`src/rtl/rv32i_defs.svh`:
```
`ifndef RV32I_DEFS_SVH
`define RV32I_DEFS_SVH

// Data and address width of the integer core.
`define XLEN 32

// Architectural register count, x0 included.
`define NUM_REGS 32

// PC shown on the output port while the output register is still empty.
`define RESET_PC 32'h0000_0000

`endif

```
`src/rtl/exec_types.sv`:
```
`include "rv32i_defs.svh"

package exec_types;

    // One data or address value.
    typedef logic [`XLEN-1:0] word_t;

    // Index into the register file.
    typedef logic [$clog2(`NUM_REGS)-1:0] reg_idx_t;

    // ALU operations. Most codes follow funct3 directly.
    // SUB and SRA take the two slots that SLT and SLTU leave free,
    // since set-less-than is done by the comparator.
    typedef enum logic [2:0] {
        alu_add = 3'b000,
        alu_sll = 3'b001,
        alu_sub = 3'b010,
        alu_sra = 3'b011,
        alu_xor = 3'b100,
        alu_srl = 3'b101,
        alu_or  = 3'b110,
        alu_and = 3'b111
    } alu_op_t;

endpackage : exec_types

```
`src/rtl/rv32i_types.sv`:
```
package rv32i_types;

    // Raw 32-bit instruction word as it arrives on the input stream.
    typedef logic [31:0] instr_t;

    // Major opcodes, bits 6:0 of the instruction word.
    typedef enum logic [6:0] {
        op_b_lui   = 7'b0110111,
        op_b_auipc = 7'b0010111,
        op_b_jal   = 7'b1101111,
        op_b_jalr  = 7'b1100111,
        op_b_br    = 7'b1100011,
        op_b_load  = 7'b0000011,
        op_b_store = 7'b0100011,
        op_b_imm   = 7'b0010011,
        op_b_reg   = 7'b0110011
    } rv32i_opcode_t;

    // Funct3 of OP and OP-IMM.
    typedef enum logic [2:0] {
        add  = 3'b000, // Also SUB when funct7 bit 5 is set on OP.
        sll  = 3'b001,
        slt  = 3'b010,
        sltu = 3'b011,
        axor = 3'b100,
        sr   = 3'b101, // SRL or SRA, picked by funct7 bit 5.
        aor  = 3'b110,
        aand = 3'b111
    } arith_f3_t;

    // Funct3 of the conditional branches.
    // Codes 010 and 011 are not used by any branch.
    typedef enum logic [2:0] {
        beq  = 3'b000,
        bne  = 3'b001,
        blt  = 3'b100,
        bge  = 3'b101,
        bltu = 3'b110,
        bgeu = 3'b111
    } branch_f3_t;

endpackage : rv32i_types

```
`src/rtl/alu_unit.sv`:
```
`timescale 1ns/10ps

module alu_unit (
    input  exec_types::alu_op_t alu_op,
    input  logic                alu_a_pc,
    input  logic                alu_b_imm,
    input  exec_types::word_t   pc,
    input  exec_types::word_t   rs1_v,
    input  exec_types::word_t   rs2_v,
    input  exec_types::word_t   imm,
    output exec_types::word_t   alu_result
);
    import exec_types::*;

    word_t a, b;
    logic [4:0] shamt;

    assign a     = alu_a_pc ? pc : rs1_v;   // PC for AUIPC and JAL.
    assign b     = alu_b_imm ? imm : rs2_v;
    assign shamt = b[4:0];

    always_comb begin
        case (alu_op)
            alu_add: alu_result = a + b;
            alu_sub: alu_result = a - b;
            alu_sll: alu_result = a << shamt;
            alu_srl: alu_result = a >> shamt;
            alu_sra: alu_result = word_t'($signed(a) >>> shamt);
            alu_xor: alu_result = a ^ b;
            alu_or:  alu_result = a | b;
            alu_and: alu_result = a & b;
            default: alu_result = a + b;
        endcase
    end

endmodule : alu_unit

```
`src/rtl/cmp_unit.sv`:
```
`timescale 1ns/10ps

module cmp_unit (
    input  logic [2:0]        funct3,
    input  logic              is_slt,
    input  logic              cmp_b_imm,
    input  exec_types::word_t rs1_v,
    input  exec_types::word_t rs2_v,
    input  exec_types::word_t imm,
    output logic              cmp_true
);
    import rv32i_types::*;
    import exec_types::*;

    word_t b;
    logic eq, lt_s, lt_u;

    assign b    = cmp_b_imm ? imm : rs2_v; // SLTI and SLTIU use the immediate.
    assign eq   = (rs1_v == b);
    assign lt_s = ($signed(rs1_v) < $signed(b));
    assign lt_u = (rs1_v < b);

    always_comb begin
        if (is_slt) begin
            cmp_true = (funct3 == sltu) ? lt_u : lt_s;
        end else begin
            case (branch_f3_t'(funct3))
                beq:     cmp_true = eq;
                bne:     cmp_true = !eq;
                blt:     cmp_true = lt_s;
                bge:     cmp_true = !lt_s;
                bltu:    cmp_true = lt_u;
                bgeu:    cmp_true = !lt_u;
                default: cmp_true = 1'b0;   // Reserved codes never branch.
            endcase
        end
    end

endmodule : cmp_unit

```
`src/rtl/ex_combine.sv`:
```
`timescale 1ns/10ps
`include "rv32i_defs.svh"

module ex_combine (
    input  logic                 clk,
    input  logic                 rst,
    input  logic                 stall,
    input  logic                 dec_valid,
    input  exec_types::word_t    pc,
    input  exec_types::reg_idx_t rd_s,
    input  exec_types::word_t    imm,
    input  logic                 rd_wen,
    input  logic                 is_branch,
    input  logic                 is_jump,
    input  logic                 is_jalr,
    input  logic                 is_lui,
    input  logic                 is_slt,
    input  exec_types::word_t    alu_result,
    input  logic                 cmp_true,
    input  logic                 out_ready,
    output logic                 wr_en,
    output exec_types::reg_idx_t wr_idx,
    output exec_types::word_t    wr_data,
    output logic                 out_valid,
    output exec_types::word_t    out_pc,
    output exec_types::word_t    out_pc_next,
    output exec_types::reg_idx_t out_rd,
    output exec_types::word_t    out_rd_value,
    output logic                 out_wen
);
    import exec_types::*;

    word_t pc_plus4, rd_value, pc_next;
    logic  load, writes;

    assign load     = dec_valid && !stall;
    assign writes   = rd_wen && (rd_s != '0); // x0 destinations retire silently.
    assign pc_plus4 = pc + word_t'(4);

    always_comb begin
        if (is_lui)       rd_value = imm;
        else if (is_jump) rd_value = pc_plus4;  // Link address.
        else if (is_slt)  rd_value = {{(`XLEN-1){1'b0}}, cmp_true};
        else              rd_value = alu_result;
    end

    always_comb begin
        if (is_branch && cmp_true) pc_next = pc + imm;
        else if (is_jalr)          pc_next = {alu_result[`XLEN-1:1], 1'b0};
        else if (is_jump)          pc_next = alu_result;
        else                       pc_next = pc_plus4;
    end

    always_ff @(posedge clk) begin
        if (rst) begin
            out_valid <= 1'b0;
            out_wen   <= 1'b0;
            wr_en     <= 1'b0;
            out_pc    <= `RESET_PC;
        end else begin
            wr_en <= load && writes;   // One pulse per retired write.
            if (!stall) begin
                out_valid <= dec_valid;
            end
            if (load) begin
                out_wen <= writes;
                out_pc  <= pc;
            end
        end
    end

    always_ff @(posedge clk) begin
        if (load) begin
            out_pc_next  <= pc_next;
            out_rd       <= rd_s;
            out_rd_value <= writes ? rd_value : '0;
        end
    end

    // The array is updated one edge later, covered by the register file bypass.
    assign wr_idx  = out_rd;
    assign wr_data = out_rd_value;

    assert property (@(posedge clk) disable iff (rst)
        (out_valid && !out_ready) |=> out_valid
            && $stable({out_pc, out_pc_next, out_rd, out_rd_value, out_wen}))
        else $error("output changed while held by back-pressure");

endmodule : ex_combine

```
`src/rtl/exec_core.sv`:
```
`timescale 1ns/10ps

module exec_core (
    input  logic                 clk,
    input  logic                 rst,
    input  logic                 in_valid,
    output logic                 in_ready,
    input  rv32i_types::instr_t  in_instr,
    input  exec_types::word_t    in_pc,
    output logic                 out_valid,
    input  logic                 out_ready,
    output exec_types::word_t    out_pc,
    output exec_types::word_t    out_pc_next,
    output exec_types::reg_idx_t out_rd,
    output exec_types::word_t    out_rd_value,
    output logic                 out_wen
);
    import exec_types::*;

    logic     stall, dec_valid;
    word_t    pc, imm, rs1_v, rs2_v, alu_result, wr_data;
    reg_idx_t rs1_s, rs2_s, rd_s, wr_idx;
    logic [2:0] funct3;
    alu_op_t  alu_op;
    logic     alu_a_pc, alu_b_imm, cmp_b_imm, cmp_true, wr_en;
    logic     is_branch, is_jump, is_jalr, is_lui, is_slt, rd_wen;

    // The whole pipe freezes while a result waits on the output.
    assign stall = out_valid && !out_ready;

    id_stage u_id (
        .clk, .rst, .in_valid, .in_instr, .in_pc, .stall, .in_ready,
        .dec_valid, .pc, .rs1_s, .rs2_s, .rd_s, .imm, .funct3, .alu_op,
        .alu_a_pc, .alu_b_imm, .cmp_b_imm, .is_branch, .is_jump, .is_jalr,
        .is_lui, .is_slt, .rd_wen
    );

    reg_file u_rf (
        .clk, .rst, .rs1_s, .rs2_s, .wr_en, .wr_idx, .wr_data, .rs1_v, .rs2_v
    );

    alu_unit u_alu (
        .alu_op, .alu_a_pc, .alu_b_imm, .pc, .rs1_v, .rs2_v, .imm, .alu_result
    );

    cmp_unit u_cmp (
        .funct3, .is_slt, .cmp_b_imm, .rs1_v, .rs2_v, .imm, .cmp_true
    );

    ex_combine u_ex (
        .clk, .rst, .stall, .dec_valid, .pc, .rd_s, .imm, .rd_wen,
        .is_branch, .is_jump, .is_jalr, .is_lui, .is_slt, .alu_result,
        .cmp_true, .out_ready, .wr_en, .wr_idx, .wr_data, .out_valid,
        .out_pc, .out_pc_next, .out_rd, .out_rd_value, .out_wen
    );

endmodule : exec_core

```
`src/rtl/id_stage.sv`:
```
`timescale 1ns/10ps

module id_stage (
    input  logic                   clk,
    input  logic                   rst,
    input  logic                   in_valid,
    input  rv32i_types::instr_t    in_instr,
    input  exec_types::word_t      in_pc,
    input  logic                   stall,
    output logic                   in_ready,
    output logic                   dec_valid,
    output exec_types::word_t      pc,
    output exec_types::reg_idx_t   rs1_s,
    output exec_types::reg_idx_t   rs2_s,
    output exec_types::reg_idx_t   rd_s,
    output exec_types::word_t      imm,
    output logic [2:0]             funct3,
    output exec_types::alu_op_t    alu_op,
    output logic                   alu_a_pc,
    output logic                   alu_b_imm,
    output logic                   cmp_b_imm,
    output logic                   is_branch,
    output logic                   is_jump,
    output logic                   is_jalr,
    output logic                   is_lui,
    output logic                   is_slt,
    output logic                   rd_wen
);
    import rv32i_types::*;
    import exec_types::*;

    rv32i_opcode_t opcode;
    logic [2:0]    f3;
    logic          f7_b5;
    word_t         i_imm, s_imm, b_imm, u_imm, j_imm;
    word_t         imm_d;
    alu_op_t       alu_op_d;
    logic          a_pc_d, b_imm_d, cmp_imm_d;
    logic          branch_d, jump_d, jalr_d, lui_d, slt_d, wen_d;
    logic          accept;

    // OP and OP-IMM share the funct3 mapping. Only OP has SUB.
    function automatic alu_op_t arith_op(input logic [2:0] code, input logic alt,
                                         input logic reg_form);
        alu_op_t op;
        op = alu_op_t'(code);
        case (arith_f3_t'(code))
            add:       op = (alt && reg_form) ? alu_sub : alu_add;
            sr:        op = alt ? alu_sra : alu_srl;
            slt, sltu: op = alu_add; // Result comes from the comparator.
            default:   op = alu_op_t'(code);
        endcase
        return op;
    endfunction

    assign opcode = rv32i_opcode_t'(in_instr[6:0]);
    assign f3     = in_instr[14:12];
    assign f7_b5  = in_instr[30];

    assign i_imm = {{21{in_instr[31]}}, in_instr[30:20]};
    assign s_imm = {{21{in_instr[31]}}, in_instr[30:25], in_instr[11:7]};
    assign b_imm = {{20{in_instr[31]}}, in_instr[7], in_instr[30:25], in_instr[11:8], 1'b0};
    assign u_imm = {in_instr[31:12], 12'h000};
    assign j_imm = {{12{in_instr[31]}}, in_instr[19:12], in_instr[20], in_instr[30:21], 1'b0};

    always_comb begin
        imm_d     = '0;
        alu_op_d  = alu_add;
        a_pc_d    = 1'b0;
        b_imm_d   = 1'b0;
        cmp_imm_d = 1'b0;
        branch_d  = 1'b0;
        jump_d    = 1'b0;
        jalr_d    = 1'b0;
        lui_d     = 1'b0;
        slt_d     = 1'b0;
        wen_d     = 1'b0;
        case (opcode)
            op_b_reg: begin
                alu_op_d = arith_op(f3, f7_b5, 1'b1);
                slt_d    = (f3 == slt) || (f3 == sltu);
                wen_d    = 1'b1;
            end
            op_b_imm: begin
                imm_d     = i_imm;
                alu_op_d  = arith_op(f3, f7_b5, 1'b0);
                slt_d     = (f3 == slt) || (f3 == sltu);
                b_imm_d   = 1'b1;
                cmp_imm_d = 1'b1;
                wen_d     = 1'b1;
            end
            op_b_lui: begin
                imm_d = u_imm;
                lui_d = 1'b1;
                wen_d = 1'b1;
            end
            op_b_auipc: begin
                imm_d   = u_imm;
                a_pc_d  = 1'b1;
                b_imm_d = 1'b1;
                wen_d   = 1'b1;
            end
            op_b_jal: begin
                imm_d   = j_imm; // Target is PC plus offset in the ALU.
                a_pc_d  = 1'b1;
                b_imm_d = 1'b1;
                jump_d  = 1'b1;
                wen_d   = 1'b1;
            end
            op_b_jalr: begin
                imm_d   = i_imm;
                b_imm_d = 1'b1;
                jump_d  = 1'b1;
                jalr_d  = 1'b1;
                wen_d   = 1'b1;
            end
            op_b_br: begin
                imm_d    = b_imm;
                branch_d = 1'b1;
            end
            op_b_load:  imm_d = i_imm;
            op_b_store: imm_d = s_imm;
            default: ;  // Anything else retires as a no-op.
        endcase
    end

    assign in_ready = !stall;
    assign accept   = in_valid && in_ready;

    always_ff @(posedge clk) begin
        if (rst) begin
            dec_valid <= 1'b0;
        end else if (!stall) begin
            dec_valid <= in_valid; // Drains when nothing new arrives.
        end
    end

    always_ff @(posedge clk) begin
        if (accept) begin
            pc        <= in_pc;
            rs1_s     <= in_instr[19:15];
            rs2_s     <= in_instr[24:20];
            rd_s      <= in_instr[11:7];
            imm       <= imm_d;
            funct3    <= f3;
            alu_op    <= alu_op_d;
            alu_a_pc  <= a_pc_d;
            alu_b_imm <= b_imm_d;
            cmp_b_imm <= cmp_imm_d;
            is_branch <= branch_d;
            is_jump   <= jump_d;
            is_jalr   <= jalr_d;
            is_lui    <= lui_d;
            is_slt    <= slt_d;
            rd_wen    <= wen_d;
        end
    end

    // A stalled decode entry must survive until the output register takes it.
    assert property (@(posedge clk) disable iff (rst)
        (stall && dec_valid) |=> dec_valid && $stable({pc, rd_s, rs1_s, rs2_s, imm, rd_wen}))
        else $error("decode register changed during stall");

endmodule : id_stage

```
`src/rtl/reg_file.sv`:
```
`timescale 1ns/10ps
`include "rv32i_defs.svh"

module reg_file (
    input  logic                 clk,
    input  logic                 rst,
    input  exec_types::reg_idx_t rs1_s,
    input  exec_types::reg_idx_t rs2_s,
    input  logic                 wr_en,
    input  exec_types::reg_idx_t wr_idx,
    input  exec_types::word_t    wr_data,
    output exec_types::word_t    rs1_v,
    output exec_types::word_t    rs2_v
);
    import exec_types::*;

    word_t regs [`NUM_REGS];

    always_ff @(posedge clk) begin
        if (rst) begin
            for (int i = 0; i < `NUM_REGS; i++) begin
                regs[i] <= '0;
            end
        end else if (wr_en && (wr_idx != '0)) begin
            regs[wr_idx] <= wr_data;
        end
    end

    // Write-through so a reader sees data written on the coming edge.
    always_comb begin
        if (rs1_s == '0)                      rs1_v = '0;
        else if (wr_en && (wr_idx == rs1_s))  rs1_v = wr_data;
        else                                  rs1_v = regs[rs1_s];
        if (rs2_s == '0)                      rs2_v = '0;
        else if (wr_en && (wr_idx == rs2_s))  rs2_v = wr_data;
        else                                  rs2_v = regs[rs2_s];
    end

    assert property (@(posedge clk) disable iff (rst)
        !(wr_en && (wr_idx == '0) && (wr_data != '0)))
        else $error("nonzero write to x0");

endmodule : reg_file

```
`config.mk`:
```
export PLATFORM = sky130hd
export DESIGN_NAME = exec_core
export DESIGN_NICKNAME = d
export VERILOG_FILES = /design/src/rtl/exec_types.sv /design/src/rtl/rv32i_types.sv /design/src/rtl/alu_unit.sv /design/src/rtl/cmp_unit.sv /design/src/rtl/ex_combine.sv /design/src/rtl/exec_core.sv /design/src/rtl/id_stage.sv /design/src/rtl/reg_file.sv
export VERILOG_INCLUDE_DIRS = /design/src /design/src/rtl
export SDC_FILE = /design/constraint.sdc
export NUM_CORES = 2
export LEC_CHECK = 0
export ABC_CLOCK_PERIOD_IN_PS = 6450
export BUFFER_PORTS_ARGS = -buffer_cell sky130_fd_sc_hd__buf_4
export CAP_MARGIN = 20
export CORE_AREA = 10 10 571 573
export CTS_BUF_LIST = sky130_fd_sc_hd__clkbuf_8
export DETAILED_ROUTE_END_ITERATION = 16
export DIE_AREA = 0 0 581 583
export GPL_TIMING_DRIVEN = 0
export PLACE_DENSITY = 0.46
export SYNTH_ARGS = -nofsm -noshare
export SYNTH_HDL_FRONTEND = slang
export SYNTH_SLANG_ARGS = --single-unit
```
`constraint.sdc`:
```
create_clock -name clk -period 6.45 [get_ports clk]
set_input_delay 0.9675 -clock clk [delete_from_list [all_inputs] [get_ports clk]]
set_output_delay 0.9675 -clock clk [all_outputs]
set_load 0.05 [all_outputs]
```
==> impl_metrics.yaml <==
run_status:
  outcome: "finished with violations"
  violations: "negative setup slack"
logic_synthesis:
  ys.flop_type: "edfxtp_1"
  syn_area_um2: 78200
  yosysMostFrequentCell: "edfxtp_1"
  ys_async_sr_fraction_pct: 0
  synth_top_area_share_pct: 45.6
  yosysUniqueCellTypes: 109
  synth-edff-count: 1187
  syn-instance-count: 6515
  ys_top_cells_by_count: "edfxtp_1 (1187), and2_1 (880), mux4_2 (515)"
  ys_top_cells_by_area: "edfxtp_1 (46%), mux4_2 (15%), and2_1 (7.0%)"
  avgSynthCellArea_um2: 12.0
  seq_area_frac_synth_pct: 46.8
  synth_area_leader_cell: "edfxtp_1"
  yosys_warnings: 0
  ys_ff_latch: 1233
floorplanning:
  rows: 206
  initial_core_util_pct: 24.9
  design.die.area_um2: 339000
  die_h_um: 583
  dieWidth_um: 581
  coreArea_um2: 314000
  ioPinCount: 172
cells_and_area:
  layout.nets: 7536
  fin_area_um2: 97700
  final_util_pct: 31.1
  drive_gt1_share_pct: 27.7
  syn_to_final_growth_pct: 24.9
pwr:
  p_sw_uw: 10600
  p_per_area_nw_per_um2: 271
  clockPowerShare_pct: 26.8
  switching_share_pct: 40.0
  seqPwrFrac_pct: 35.6
  ir_worst_vdd_mv: 0.165
  p_leak_uw: 0.0357
  p_comb_share_pct: 37.6
  intPower_uw: 15900
clocking:
  cts_max_path_buffers: 4
  cts_hold_buffers: 0
  clkLatencyLatePin_ns: 1.10
  cts_sinks: 1233
  clk_pin_slew_worst_paths_ns: 0.07
  cts_buffers: 220
  tritoncts: "yes"
  cts_root_buffer: "clkbuf_8"
  h-tree-depth: 4
min_path:
  hp-class: "in -> reg"
route:
  drtAntennaViolNets: 0
  routed_wl_um: 512000
  drc: 0
  drtPass1Iterations: 6
  dr_total_vias: 70700
  vias_per_cell: 6.07
  avgRoutedWirePerCell_um: 43.9
  drt-initial-drc-count: 11700
global_routing:
  antenna_found_initial: 61
  first_global_vias: 66500
  track_usage_pct: 28.7
  grt_overflow_total: 0
  grt_max_degree: 55
  grt_pass1_wl_um: 657000
setup_path:
  cp-start-kind: "flip-flop"
  crit_type: "reg -> reg"
  worstPathRequired_ns: 7.02
  crit_path_end_kind: "flip-flop"
  cpPeakStageDelay_ns: 0.81
  cp_slowest_cell: "clkbuf_2"
  path_max_fanout: 10
  crit_arrival_ns: 8.36
place:
  place_area_um2: 87700
  portBuffers: 171
  gp_congestion: 1.06
  dpl.hpwl_um: 377000
sta:
  hold_violations: 0
  fin_ws_ns: -1.33
  rsz0062_at_grt: "true"
  setup_violations: 57
  skew_ns: 0.198
  slew_headroom_pct: 9.76
  period_share_pct: 121
  finalMaxSlewViolations: 0
  worst_slew_pin_slew_ns: 1.35
  max_freq_ghz: 0.128
  period_needed_ns: 7.78
run:
  maxCapViolCount: 0
-- flip-flops by register name, indices dropped and copies added, names as in the netlist, 3 cells and up, named ones only --
name	count
u_id.alu_op	3
u_ex.out_pc_next	32
u_ex.out_rd	5
u_id.rs1_s	5
u_ex.out_rd_value	32
u_id.rs2_s	5
u_ex.out_pc	32
u_id.imm	32
u_rf.regs	1024
u_id.pc	32
u_id.rd_s	5
u_id.funct3	3
-- cells by family after synthesis --
| logic type | Yosys count | synth area share, % |
|---|---|---|
| other cells | 1 | 0.00480 |
| simple gates | 2176 | 14.9 |
| compound gates | 1281 | 11.4 |
| xor+xnor | 109 | 1.22 |
| buf+inv | 718 | 4.09 |
| fa+ha+maj | 164 | 2.64 |
| mux | 833 | 19.0 |
| flops | 1233 | 46.8 |
-- critical path: cells and delay by family (launching register included) --
kind	cells	cell delay (ns)
AO/OA/AOI/OAI	12	2.55
buffers and inverters	8	2.05
AND/OR/NAND/NOR	6	1.83
adder cells (fa/ha/maj)	1	0.44
flip-flops	1	0.34
XOR/XNOR	1	0.10
-- placed cells by master, fill, tap and decap left out, drive strengths merged, types with 107 or more instances in the layout --
cell type / count
nor2: 253
edfxtp: 1187
mux4: 516
a22oi: 107
inv: 176
nand2: 437
and2: 880
nor3: 221
o21ai: 243
ha: 162
a21oi: 245
mux2i: 279
clkbuf: 599
buf: 752
-- metrics by stage --
stage	TNS [ns]	hold WS, ns	setup WS, ns	total power, uW	instances
after floorplan	0	0.417	0.0243	13600	6546
after global placement	-286.55	0.426	-6.10	17600	10900
after detailed placement	-249.47	0.435	-5.17	17700	11000
after CTS	-26.08	0.113	-1.20	25500	11500
after global routing	-34.33	0.132	-1.32	26800	11600
final	-33.29	0.166	-1.33	26500	11600
-- area by class of cell --
type	count	area [um^2]
Antenna cell	29	72.6
Buffer	580	4080
Clock buffer	227	3120
Clock inverter	151	741
Fill cell	31700	217000
Inverter	125	490
Multi-Input combinational cell	4595	41300
Sequential cell	1233	36600
Tap cell	4160	5200
Timing Repair Buffer	549	6110
-- path summary, 6_finish.rpt --
| path | end | cells after the start | startpoint | slack (ns) |
|---|---|---|---|---|
| setup / recovery | u_ex.out_pc_next[29] | 28 | flip-flop | -1.33 |
| hold / removal | u_id.pc[30] | 1 | in_pc[30] | 0.17 |
| setup reg to reg | u_ex.out_pc_next[29] | 28 | flip-flop | -1.33 |
| hold reg to reg | u_ex.out_rd[4] | 0 | u_id.rd_s[4] | 0.45 |
-- routing by layer --
| metal | share of wire [%] | wire length, um | global-route usage, % |
|---|---|---|---|
| met1 | 36 | 185000 | 34.9 |
| met2 | 43 | 218000 | 43.4 |
| met3 | 12 | 60300 | 8.41 |
| met4 | 9.4 | 48100 | 20.4 |
| met5 | 0.016 | 83 | 0 |
-- power groups by stage --
stage | combinational [uW] | sequential [uW] | clock, uW
global route | 9970 | 9460 | 7390
finish | 9970 | 9450 | 7100
detailed placement | 8150 | 9600 | 0
floorplan | 4070 | 9560 | 0
CTS | 8990 | 9440 | 7050
global placement | 7990 | 9610 | 0
-- timing repair --
action / 4_1_cts / 5_1_grt
resized for setup: 715 / 266
buffers inserted: 136 / 100
pin swaps: 88 / 136
gates cloned: 1 / 0
setup endpoints to repair: 64 / 60
No activity file was read; power rests on OpenSTA's default activity.
